--- src/hw/uart_config.svh ---
`ifndef UART_CONFIG_SVH
`define UART_CONFIG_SVH

// frame format, shared by rtl and testbench
`define UART_DATA_BITS 8 // data bits per frame
`define UART_PARITY_EN 1 // 1 inserts a parity bit after the data
`define UART_PARITY_ODD 0 // 0 even, 1 odd

// bit timing
`define UART_CLKS_PER_BIT 8 // clk cycles per serial bit, keep it at 4 or more

// start + data + parity + stop
`define UART_FRAME_BITS (1 + `UART_DATA_BITS + `UART_PARITY_EN + 1)

`endif

--- src/hw/uart_pkg.sv ---
`include "uart_config.svh"

package uart_pkg;

	// one data word as it travels over the link
	typedef logic [`UART_DATA_BITS-1:0] uart_data_t;

	// transmitter states
	typedef enum logic [1:0] {
		TX_IDLE, // line high, waiting for i_enable
		TX_ARMED, // frame loaded, waiting for the first bit tick
		TX_SEND // shifting the frame out, one bit per tick
	} tx_state_e;

	// receiver states
	typedef enum logic [2:0] {
		RX_IDLE, // watching for the falling start edge
		RX_START, // counting to the middle of the start bit
		RX_DATA, // sampling data bits lsb first
		RX_PARITY, // sampling the parity bit
		RX_STOP // sampling the stop bit, then reporting
	} rx_state_e;

endpackage

--- src/hw/uart_baud_gen.sv ---
`timescale 1ns/1ps
`include "uart_config.svh"

module uart_baud_gen (
	input logic clk,
	input logic reset,
	output logic o_tick // one cycle pulse per bit period
);

	localparam int CLKS_PER_BIT = `UART_CLKS_PER_BIT;
	localparam int CNT_W = $clog2(CLKS_PER_BIT);

	logic [CNT_W-1:0] cnt_q; // position inside the current bit period

	always_ff @(posedge clk) begin
		if (reset) begin
			cnt_q <= '0;
		end else if (cnt_q == CNT_W'(CLKS_PER_BIT - 1)) begin
			cnt_q <= '0; // wrap, explicit so non power of two values work
		end else begin
			cnt_q <= cnt_q + 1'b1;
		end
	end

	// free running, the tx decides whether a tick matters
	assign o_tick = (cnt_q == CNT_W'(CLKS_PER_BIT - 1));

endmodule

--- src/hw/uart_loop_top.sv ---
`timescale 1ns/1ps

module uart_loop_top import uart_pkg::*; (
	input logic clk,
	input logic reset,

	// transmit side
	input logic i_enable, // start a frame when idle
	input uart_data_t i_data,
	output logic o_busy,
	output logic o_serial,

	// receive side, kept apart so the loop is closed outside
	input logic i_serial,
	output uart_data_t o_rx_data,
	output logic o_rx_valid,
	output logic o_rx_error
);

	logic tick; // bit boundary, only the tx needs it

	uart_baud_gen u_baud_gen (
		.clk (clk),
		.reset (reset),
		.o_tick (tick)
	);

	uart_tx u_tx (
		.clk (clk),
		.reset (reset),
		.i_tick (tick),
		.i_enable (i_enable),
		.i_data (i_data),
		.o_busy (o_busy),
		.o_serial (o_serial)
	);

	// rx times itself from the start edge, no tick here
	uart_rx u_rx (
		.clk (clk),
		.reset (reset),
		.i_serial (i_serial),
		.o_rx_data (o_rx_data),
		.o_rx_valid (o_rx_valid),
		.o_rx_error (o_rx_error)
	);

endmodule

--- src/hw/uart_rx.sv ---
`timescale 1ns/1ps
`include "uart_config.svh"

module uart_rx import uart_pkg::*; (
	input logic clk,
	input logic reset,
	input logic i_serial, // asynchronous line
	output uart_data_t o_rx_data, // last word received, held until the next one
	output logic o_rx_valid, // one cycle pulse at the stop bit mid-point
	output logic o_rx_error // parity or stop error, same cycle as valid
);

	localparam int DATA_BITS = `UART_DATA_BITS;
	localparam int CLKS_PER_BIT = `UART_CLKS_PER_BIT;
	localparam int CNT_W = $clog2(CLKS_PER_BIT);
	localparam int IDX_W = (DATA_BITS > 1) ? $clog2(DATA_BITS) : 1;

	rx_state_e state_q;
	logic [2:0] sync_q; // three flop synchronizer, bit 2 is the clean copy
	logic rx_bit; // synchronized line
	logic rx_prev; // line one cycle earlier, for the falling edge
	logic start_edge;
	logic [CNT_W-1:0] cnt_q; // cycles left until the next sample point
	logic [IDX_W-1:0] bit_idx_q; // data bit being sampled
	uart_data_t data_q; // shift in from the top, lsb arrives first
	logic parity_q; // running xor of the sampled data
	logic par_err_q; // parity mismatch seen in this frame
	logic sample; // mid-bit sample point

	assign rx_bit = sync_q[2];
	assign start_edge = rx_prev & ~rx_bit;
	assign sample = (cnt_q == '0);

	// synchronizer and edge history, held at mark through reset
	always_ff @(posedge clk) begin
		if (reset) begin
			sync_q <= 3'b111;
			rx_prev <= 1'b1;
		end else begin
			sync_q <= {sync_q[1:0], i_serial};
			rx_prev <= rx_bit;
		end
	end

	// receive FSM
	always_ff @(posedge clk) begin
		if (reset) begin
			state_q <= RX_IDLE;
			cnt_q <= '0;
			bit_idx_q <= '0;
			o_rx_valid <= 1'b0;
			o_rx_error <= 1'b0;
		end else begin
			o_rx_valid <= 1'b0; // pulses by default
			o_rx_error <= 1'b0;
			unique case (state_q)
				RX_IDLE: begin
					if (start_edge) begin
						cnt_q <= CNT_W'(CLKS_PER_BIT / 2 - 1); // aim at mid start bit
						state_q <= RX_START;
					end
				end
				RX_START: begin
					if (!sample) begin
						cnt_q <= cnt_q - 1'b1;
					end else if (!rx_bit) begin
						cnt_q <= CNT_W'(CLKS_PER_BIT - 1); // one full bit to next centre
						bit_idx_q <= '0;
						state_q <= RX_DATA;
					end else begin
						state_q <= RX_IDLE; // line went back high, a glitch
					end
				end
				RX_DATA: begin
					if (!sample) begin
						cnt_q <= cnt_q - 1'b1;
					end else begin
						cnt_q <= CNT_W'(CLKS_PER_BIT - 1);
						bit_idx_q <= bit_idx_q + 1'b1;
						if (bit_idx_q == IDX_W'(DATA_BITS - 1)) begin
							// parity state only exists when enabled
							state_q <= (`UART_PARITY_EN != 0) ? RX_PARITY : RX_STOP;
						end
					end
				end
				RX_PARITY: begin
					if (!sample) begin
						cnt_q <= cnt_q - 1'b1;
					end else begin
						cnt_q <= CNT_W'(CLKS_PER_BIT - 1);
						state_q <= RX_STOP;
					end
				end
				RX_STOP: begin
					if (!sample) begin
						cnt_q <= cnt_q - 1'b1;
					end else begin
						o_rx_valid <= 1'b1;
						o_rx_error <= par_err_q | ~rx_bit; // stop must read as a mark
						state_q <= RX_IDLE; // re-arm at once for a back to back frame
					end
				end
				default: begin
					state_q <= RX_IDLE;
				end
			endcase
		end
	end

	// datapath, loaded only at sample points
	always_ff @(posedge clk) begin
		if (state_q == RX_START && sample) begin
			parity_q <= 1'b0; // fresh frame
			par_err_q <= 1'b0;
		end
		if (state_q == RX_DATA && sample) begin
			data_q <= {rx_bit, data_q[DATA_BITS-1:1]};
			parity_q <= parity_q ^ rx_bit;
		end
		if (state_q == RX_PARITY && sample) begin
			par_err_q <= (parity_q ^ 1'(`UART_PARITY_ODD)) != rx_bit;
		end
		if (state_q == RX_STOP && sample) begin
			o_rx_data <= data_q; // overwrites any unread word
		end
	end

endmodule

--- src/hw/uart_tx.sv ---
`timescale 1ns/1ps
`include "uart_config.svh"

module uart_tx import uart_pkg::*; (
	input logic clk,
	input logic reset,
	input logic i_tick, // bit boundary from the baud generator
	input logic i_enable, // level, only looked at while idle
	input uart_data_t i_data, // captured in the cycle the enable is taken
	output logic o_busy,
	output logic o_serial // registered line, idles high
);

	localparam int DATA_BITS = `UART_DATA_BITS;
	localparam int FRAME_BITS = `UART_FRAME_BITS;
	localparam int BIT_CNT_W = $clog2(FRAME_BITS + 1);

	tx_state_e state_q;
	logic [FRAME_BITS-1:0] shift_q; // frame still to go out, bit 0 is next
	logic [BIT_CNT_W-1:0] bit_cnt_q; // bits already driven onto the line
	logic [FRAME_BITS-1:0] frame_w; // frame built from i_data
	logic parity_bit; // xor of data, inverted for odd parity

	assign parity_bit = (^i_data) ^ 1'(`UART_PARITY_ODD);

	// layout from lsb: start, data lsb first, parity, stop
	always_comb begin
		frame_w = '1; // stop bit sits in the msb
		frame_w[0] = 1'b0; // start bit
		frame_w[DATA_BITS:1] = i_data;
		if (`UART_PARITY_EN != 0) begin
			frame_w[DATA_BITS+1] = parity_bit; // slot just below the stop bit
		end
	end

	// control path
	always_ff @(posedge clk) begin
		if (reset) begin
			state_q <= TX_IDLE;
			o_busy <= 1'b0;
			o_serial <= 1'b1; // idle line is a mark
			bit_cnt_q <= '0;
		end else begin
			unique case (state_q)
				TX_IDLE: begin
					o_serial <= 1'b1;
					if (i_enable) begin
						state_q <= TX_ARMED; // wait for the next bit boundary
						o_busy <= 1'b1;
						bit_cnt_q <= '0;
					end
				end
				TX_ARMED: begin
					if (i_tick) begin
						o_serial <= shift_q[0]; // start bit goes out
						bit_cnt_q <= BIT_CNT_W'(1);
						state_q <= TX_SEND;
					end
				end
				TX_SEND: begin
					if (i_tick) begin
						if (bit_cnt_q == BIT_CNT_W'(FRAME_BITS)) begin
							// stop bit has had its full period
							state_q <= TX_IDLE;
							o_busy <= 1'b0;
							o_serial <= 1'b1;
						end else begin
							o_serial <= shift_q[0];
							bit_cnt_q <= bit_cnt_q + 1'b1;
						end
					end
				end
				default: begin
					state_q <= TX_IDLE;
					o_busy <= 1'b0;
					o_serial <= 1'b1;
				end
			endcase
		end
	end

	// frame shift register, payload only
	always_ff @(posedge clk) begin
		if (state_q == TX_IDLE && i_enable) begin
			shift_q <= frame_w; // load on accept
		end else if (state_q != TX_IDLE && i_tick) begin
			shift_q <= {1'b1, shift_q[FRAME_BITS-1:1]}; // fill with mark
		end
	end

endmodule

--- config.mk ---
export PLATFORM = sky130hd
export DESIGN_NAME = uart_loop_top
export DESIGN_NICKNAME = d
export VERILOG_FILES = /design/src/hw/uart_pkg.sv /design/src/hw/uart_baud_gen.sv /design/src/hw/uart_loop_top.sv /design/src/hw/uart_rx.sv /design/src/hw/uart_tx.sv
export VERILOG_INCLUDE_DIRS = /design/src /design/src/hw
export SDC_FILE = /design/constraint.sdc
export NUM_CORES = 1
export LEC_CHECK = 0
export BUFFER_PORTS_ARGS = -buffer_cell sky130_fd_sc_hd__clkbuf_2
export CAP_MARGIN = 25
export CORE_MARGIN = 1.5
export CORE_UTILIZATION = 40
export CTS_CLUSTER_SIZE = 25
export DETAILED_ROUTE_END_ITERATION = 10
export SLEW_MARGIN = 20
export SYNTH_ARGS = -nofsm -noshare
export SYNTH_HDL_FRONTEND = slang
export SYNTH_SLANG_ARGS = --single-unit
--- constraint.sdc ---
create_clock -name clk -period 2.9 [get_ports clk]
set_clock_uncertainty 0.05 [all_clocks]
set_input_delay 0.29 -clock clk [delete_from_list [all_inputs] [get_ports clk]]
set_output_delay 0.29 -clock clk [all_outputs]
set_load 0.01 [all_outputs]
* Word level (Yosys, flattened, before mapping) *
Cells that the tools add are included.

operators by class
  add/subtract/negate cells = 4
  eq/ne operators = 24
  mux-type cells = 42
  bitwise operators = 7
  reductions and logical operators = 28

operators with widths
  cell                                            count
  2-to-1 mux 3 bit                                14
  2-to-1 mux 10 bit                               2
  != test 2 x 1 -> 1 bit (second input constant)  9
  2-to-1 mux 4 bit                                4
  AND reduction 4 bit                             4
  case mux 3 bit (5 select lines)                 1
  case mux 3 bit (4 select lines)                 1
  case mux 4 bit (3 select lines)                 1
  2-to-1 mux 1 bit                                10
  2-to-1 mux 2 bit                                5
  nonzero test 2 bit                              5
  == test 3 bit (second input constant)           3
  != test 2 bit (second input constant)           4
  XOR reduction 8 bit                             1
  adder 3 x 1 -> 3 bit (second input constant)    2
  == test 3 x 2 -> 1 bit (second input constant)  2
  logical AND 1 bit                               6
  zero test 3 bit                                 2
  case mux 2 bit (3 select lines)                 1
  case mux 3 bit (2 select lines)                 1
  AND reduction 6 bit                             1
  OR reduction 2 bit                              3
  AND reduction 5 bit                             1
  adder 4 x 1 -> 4 bit (second input constant)    1
  18 further kinds                                21

storage, ports and cells
  register bits after elaboration = 54
  bits of input ports = 12
  output and inout bits = 12
  word-level logic and storage cells = 123

* Depth between registers and ports, before layout *
  word-level depth = 4
  gate-level depth with buffers = 6
  gate-level depth less buffers = 6

* Cells and area by module *
Synthesis repeated with hierarchy kept, for this count alone.

unflattened totals
  cells, all modules = 199
  area, all modules = 2,341.0 µm²

by module, submodules not included
  module         instances  cells each  area each (µm²)  seq. area each (µm²)
  uart_rx        1          100         1,281.2          840.8
  uart_tx        1          91          954.7            450.4
  uart_baud_gen  1          8           105.1            60.1

* Least setup slack after synthesis *
No wires, ideal clock.

  path kind = flip-flop to flip-flop
  start point = register u_tx.state_q[0]
  end point = register u_tx.bit_cnt_q[3]
  setup time = 0.074 ns
  data arrival time = 1.973 ns
  required time = 2.776 ns
  setup slack = 0.802 ns
  cell stages (with the launch flop) = 7
  path buffers = 0
  clock period less this slack = 2.098 ns
  cells stage by stage = dfxtp_1 inv_1 ha_1 nor2b_1 or4_4 or4_1 a31oi_1

between the ends
  word-level cells in the longest chain between the ends = 3
  elaborated cells on any way between the ends = 10
  those cells by class = 6 x eq/ne; 1 x mux; 3 x reduce/logical

RTL lines
  element                                                          RTL line       text
  start, declared                                                  uart_tx.sv:18  tx_state_e state_q;
  start signal, assigned                                           uart_tx.sv:39  state_q <= TX_IDLE;
  start signal, assigned                                           uart_tx.sv:48  state_q <= TX_ARMED;
  start signal, assigned                                           uart_tx.sv:57  state_q <= TX_SEND;
  == test 2 bit (tied with other cells)                            uart_tx.sv:44  unique case (state_q)
  != test 2 x 1 -> 1 bit (no source line) (tied with other cells)  --
  AND reduction 5 bit (no source line)                             --
  end signal, assigned                                             uart_tx.sv:69  bit_cnt_q <= bit_cnt_q + 1'b1;
  end, declared                                                    uart_tx.sv:20  logic [BIT_CNT_W-1:0] bit_cnt_q;

Several ways; a longest one is shown, not always the timed one.
A chain may end at the register's enable or synchronous reset.

* Final worst setup path *
  start point = register u_baud_gen.cnt_q[0]
  end point = register u_tx.bit_cnt_q[3]

between the ends
  word-level cells in the longest chain between the ends = 3
  elaborated cells on any way between the ends = 4
  those cells by class = 3 x eq/ne; 1 x reduce/logical

RTL lines
  element                                   RTL line             text
  start, declared                           uart_baud_gen.sv:13  logic [CNT_W-1:0] cnt_q;
  start signal, assigned                    uart_baud_gen.sv:21  cnt_q <= cnt_q + 1'b1;
  == test 3 bit (*)                         uart_baud_gen.sv:26  assign o_tick = (cnt_q == CNT_W'(CLKS_PER_BIT - 1));
  != test 2 x 1 -> 1 bit (no source line)   --
  AND reduction 5 bit (no source line) (*)  --

Mark *: on every way between the ends. The rest lies on a longest branch, timed or not.

==> impl_summary.log <==
INFO  metric rr_worst_depth = 6
INFO  metric crit_cells = 6
INFO  metric clk_transition_reported_paths = 0.10 ns
INFO  metric global_route_wire_length_before_repair = 7000 µm
INFO  metric antenna_diode_count = 0
INFO  metric tightest_slew = 0.764 ns
INFO  metric finish.cell_count_without_fillers = 323
INFO  metric grt_max_degree = 27
INFO  metric peakVddDrop = 0.375 mV
INFO  metric routedLengthMet1 = 2000 µm
INFO  metric clock_tree.htree_level_count = 2
INFO  metric timing.slew.headroom = 47.7%
INFO  metric dieWidth = 81 µm
INFO  metric grt_antenna_before_repair = 0
INFO  metric slew_violations = 0
INFO  metric leakage_power_summed_over_all_cells = 0.00105 µW
INFO  metric critPathKind = reg2reg
INFO  metric cts.repair.resized = 0
INFO  metric route.top_layer_used = met4
INFO  metric setup-tns-final = 0 ns
INFO  metric syn_area = 2430 µm²
INFO  metric timing.critical_path.required = 3.08 ns
INFO  metric critical_path.endpoint_type = flip-flop
INFO  metric floorplan.core_area = 5890 µm²
INFO  metric antenna_violating_nets_post_route = 0
INFO  metric worst-r2r-setup-slack = 0.44 ns
INFO  metric post_route_cells_drive_above_1_share = 14.5%
INFO  metric netlist-cell-type-count = 43
INFO  metric insertion_delay = 0.31 ns
INFO  metric wl_met2 = 1830 µm
INFO  metric i_o_pin_total = 24
INFO  metric start_kind = flip-flop
INFO  metric final.min_clock_period = 2.46 ns
INFO  metric total_number_of_vias = 1,641
INFO  metric timing.hold.worst.start = i_serial
INFO  metric cp_slowest_cell = sky130_fd_sc_hd__or4_4
INFO  metric clock_root_buffer = sky130_fd_sc_hd__clkbuf_8
INFO  metric dpl_worst_slack = 0.484 ns
INFO  metric total_switching_power = 544 µW
INFO  metric die_h = 81 µm
INFO  metric synth_enable_flop_cells = 27
INFO  metric power.sequential.fraction = 49.6%
INFO  metric worst_path_dominant_cell_family = simple AND/OR/NAND/NOR gates
INFO  metric cpPeakStageDelay = 0.54 ns
INFO  metric total_power = 1870 µW
INFO  metric flow.area_growth_from_synthesis = 12.3%
INFO  metric routabilityCongestion = 0.844
INFO  metric worstReg2RegEnd = u_tx.bit_cnt_q[3]$_SDFFE_PP0P_
INFO  metric first_global_vias = 1,501
INFO  metric cts.hold.buffers_added = 0
INFO  metric final_nets = 271
INFO  metric synth.yosys.warnings = 0
INFO  metric crit-reg2reg-launch = u_baud_gen.cnt_q[0]$_SDFF_PP0_
INFO  metric crit_chain = ha_1 -> ha_1 -> nor2b_1 -> or4_4 -> or4_1 -> a31oi_1
INFO  metric outcome = completed
INFO  metric rows = 28
INFO  metric worstPathBufferInverterCount = 0
INFO  metric clock.fmax = 0.406 GHz
INFO  metric synth_seq_cells = 54
INFO  metric die_area = 6560 µm²
INFO  metric hold_viol = 0
INFO  metric layout_worst_path_cycle_share = 84.9%
INFO  metric grt_setup_unrepaired = false
INFO  metric cp_common_cell = sky130_fd_sc_hd__ha_1
INFO  metric post_cts.repair.setup_buffers = 0
INFO  metric hold_crit_class = in2reg
INFO  metric setup_viol_count_final = 0
INFO  metric syn_area_per_cell = 10.8 µm²
INFO  metric pwr_cell_area = 683 nW/µm²
INFO  metric synth.yosys.seq_area_share = 55.5%
INFO  metric path_max_fanout = 12
INFO  metric whs_endpoint = u_rx.sync_q[0]$_SDFF_PP1_
INFO  metric postRouteWirelength = 4040 µm
INFO  metric clk_path_buf_depth = 2
INFO  metric synth_fp_nets = 250
INFO  metric relative_contribution_of_the_clock_network_to_total_power = 27.5%
INFO  metric crit_arrival = 2.64 ns
INFO  metric postLayoutCoreUtil = 46.4%
INFO  metric worstHoldPathCells = 2
INFO  metric clock_sink_count = 54
INFO  metric fin_ws = 0.437 ns
INFO  metric dr.pass1.iters = 4
INFO  metric globalRouteTotalUtil = 13.8%
INFO  metric share_comb_of_total_power = 23.0%
INFO  metric post-dp-hpwl = 2760 µm
INFO  metric post_synth_inst_count = 226
INFO  metric initial_utilization = 41.3%
INFO  metric synth_flop_cell = sky130_fd_sc_hd__edfxtp_1
INFO  metric dp_cells = 315
INFO  metric routed-wl-met3 = 148 µm
INFO  metric drtIter0Drc = 103
INFO  metric cts_tree = done
INFO  metric internal-power = 1320 µW
INFO  metric tritoncts.num_buffers = 5
INFO  metric detail_route.vias_per_cell = 5.08
INFO  metric swShare = 29.2%
INFO  metric grt.overflow.total = 0
INFO  metric wl_per_cell = 12.5 µm
INFO  metric async_reset_ff_share = 0%
INFO  metric maxCapViolations = 0
INFO  metric drc = 0
INFO  metric port_buffers = 23
[cell families after synthesis]
| family | share of synthesized area, % |
|---|---|
| adder cells (fa/ha/maj) | 6.17 |
| AND/OR/NAND/NOR | 17.8 |
| AO/OA/AOI/OAI | 10.3 |
| XOR/XNOR | 3.60 |
| buffers and inverters | 3.70 |
| multiplexers | 2.88 |
| flip-flops | 55.5 |
[power by group through the flow]
| stage | registers, µW | clock network [µW] | logic, µW |
|---|---|---|---|
| after floorplan | 937 | 0 | 323 |
| after global placement | 942 | 0 | 425 |
| after detailed placement | 942 | 0 | 426 |
| after CTS | 926 | 534 | 430 |
| after global routing | 937 | 563 | 483 |
| final | 925 | 513 | 429 |
[state kept, by name, indices dropped and copies added, names as in the netlist, 2 cells and up]
signal	flops
u_rx.data_q	8
u_tx.shift_q	10
u_rx.cnt_q	3
u_rx.o_rx_data	8
u_baud_gen.cnt_q	3
u_tx.bit_cnt_q	4
u_rx.bit_idx_q	3
u_tx.state_q	2
u_rx.state_q	3
u_rx.sync_q	3
[cell usage in the layout (no fill, tap or decap), drive strengths merged, types with 3 or more instances in the layout]
cell type | netlist | routed
clkbuf | 11 | 28
dfxtp | 27 | 27
edfxtp | 27 | 27
o21ai | 16 | 16
nand3 | 15 | 15
nor2 | 15 | 15
inv | 13 | 14
nand2 | 13 | 13
ha | 12 | 12
xnor2 | 8 | 8
nor3b | 7 | 7
mux2i | 7 | 7
a21oi | 7 | 7
nor2b | 6 | 6
nor3 | 4 | 4
or2 | 4 | 4
and3 | 3 | 3
[synth_stat cells, types with 2 or more instances]
cell type                    n  area (µm²)
sky130_fd_sc_hd__nand3_1    15        75.1
sky130_fd_sc_hd__o21ai_1     5        25.0
sky130_fd_sc_hd__nor3b_1     7        52.6
sky130_fd_sc_hd__nor3_1      4        20.0
sky130_fd_sc_hd__a2111oi_0   2        17.5
sky130_fd_sc_hd__nor2b_1     5        31.3
sky130_fd_sc_hd__o21a_1      2        15.0
sky130_fd_sc_hd__a31o_1      2        17.5
sky130_fd_sc_hd__and3_1      3        18.8
sky130_fd_sc_hd__or2_1       4        25.0
sky130_fd_sc_hd__a311oi_1    2        17.5
sky130_fd_sc_hd__clkbuf_1   11        41.3
sky130_fd_sc_hd__dfxtp_1    27         541
sky130_fd_sc_hd__mux2i_1     7        70.1
sky130_fd_sc_hd__xor2_1      2        17.5
sky130_fd_sc_hd__a21oi_1     7        35.0
sky130_fd_sc_hd__edfxtp_1   27         811
sky130_fd_sc_hd__o22ai_1     2        12.5
sky130_fd_sc_hd__nor2_1     15        56.3
sky130_fd_sc_hd__inv_1      12        45.0
sky130_fd_sc_hd__nand2_1    13        48.8
sky130_fd_sc_hd__ha_1       12         150
sky130_fd_sc_hd__xnor2_1     8        70.1
sky130_fd_sc_hd__o21ai_0    11        55.1
sky130_fd_sc_hd__nand3b_1    2        15.0
sky130_fd_sc_hd__nand4b_1    2        17.5
[cell type report]
type	count	area, µm²
Clock buffer	5	68.8
Clock inverter	3	47.5
Fill cell	559	3150
Inverter	13	48.8
Multi-Input combinational cell	148	992
Sequential cell	54	1350
Tap cell	75	93.8
Timing Repair Buffer	25	130
[layer usage]
metal  vias to the layer above  GRT usage (%)
li1                        860              -
met1                       752           18.6
met2                        24           21.8
met3                         5           3.37
met4                         0           4.66
met5                         -              0
[worst max-delay path by stage]
stage / to / slack, ns / start
CTS: u_tx.bit_cnt_q[3]$_SDFFE_PP0P_ / 0.42 / u_baud_gen.cnt_q[0]$_SDFF_PP0_
global placement: u_tx.bit_cnt_q[3]$_SDFFE_PP0P_ / 0.52 / u_baud_gen.cnt_q[0]$_SDFF_PP0_
global route: u_tx.bit_cnt_q[3]$_SDFFE_PP0P_ / 0.22 / u_baud_gen.cnt_q[0]$_SDFF_PP0_
detailed placement: u_tx.bit_cnt_q[3]$_SDFFE_PP0P_ / 0.48 / u_baud_gen.cnt_q[0]$_SDFF_PP0_
floorplan: u_tx.bit_cnt_q[3]$_SDFFE_PP0P_ / 0.80 / u_tx.state_q[0]$_SDFFE_PP0P_
finish: u_tx.bit_cnt_q[3]$_SDFFE_PP0P_ / 0.44 / u_baud_gen.cnt_q[0]$_SDFF_PP0_
[metrics by stage]
step | hold WS, ns | area (µm²)
after floorplan | 0.333 | 2430
after global placement | 0.336 | 2620
after detailed placement | 0.343 | 2620
after CTS | 0.0905 | 2730
after global routing | 0.0851 | 2730
final | 0.0997 | 2730
Note: power is estimated with default switching activity, not from simulation.
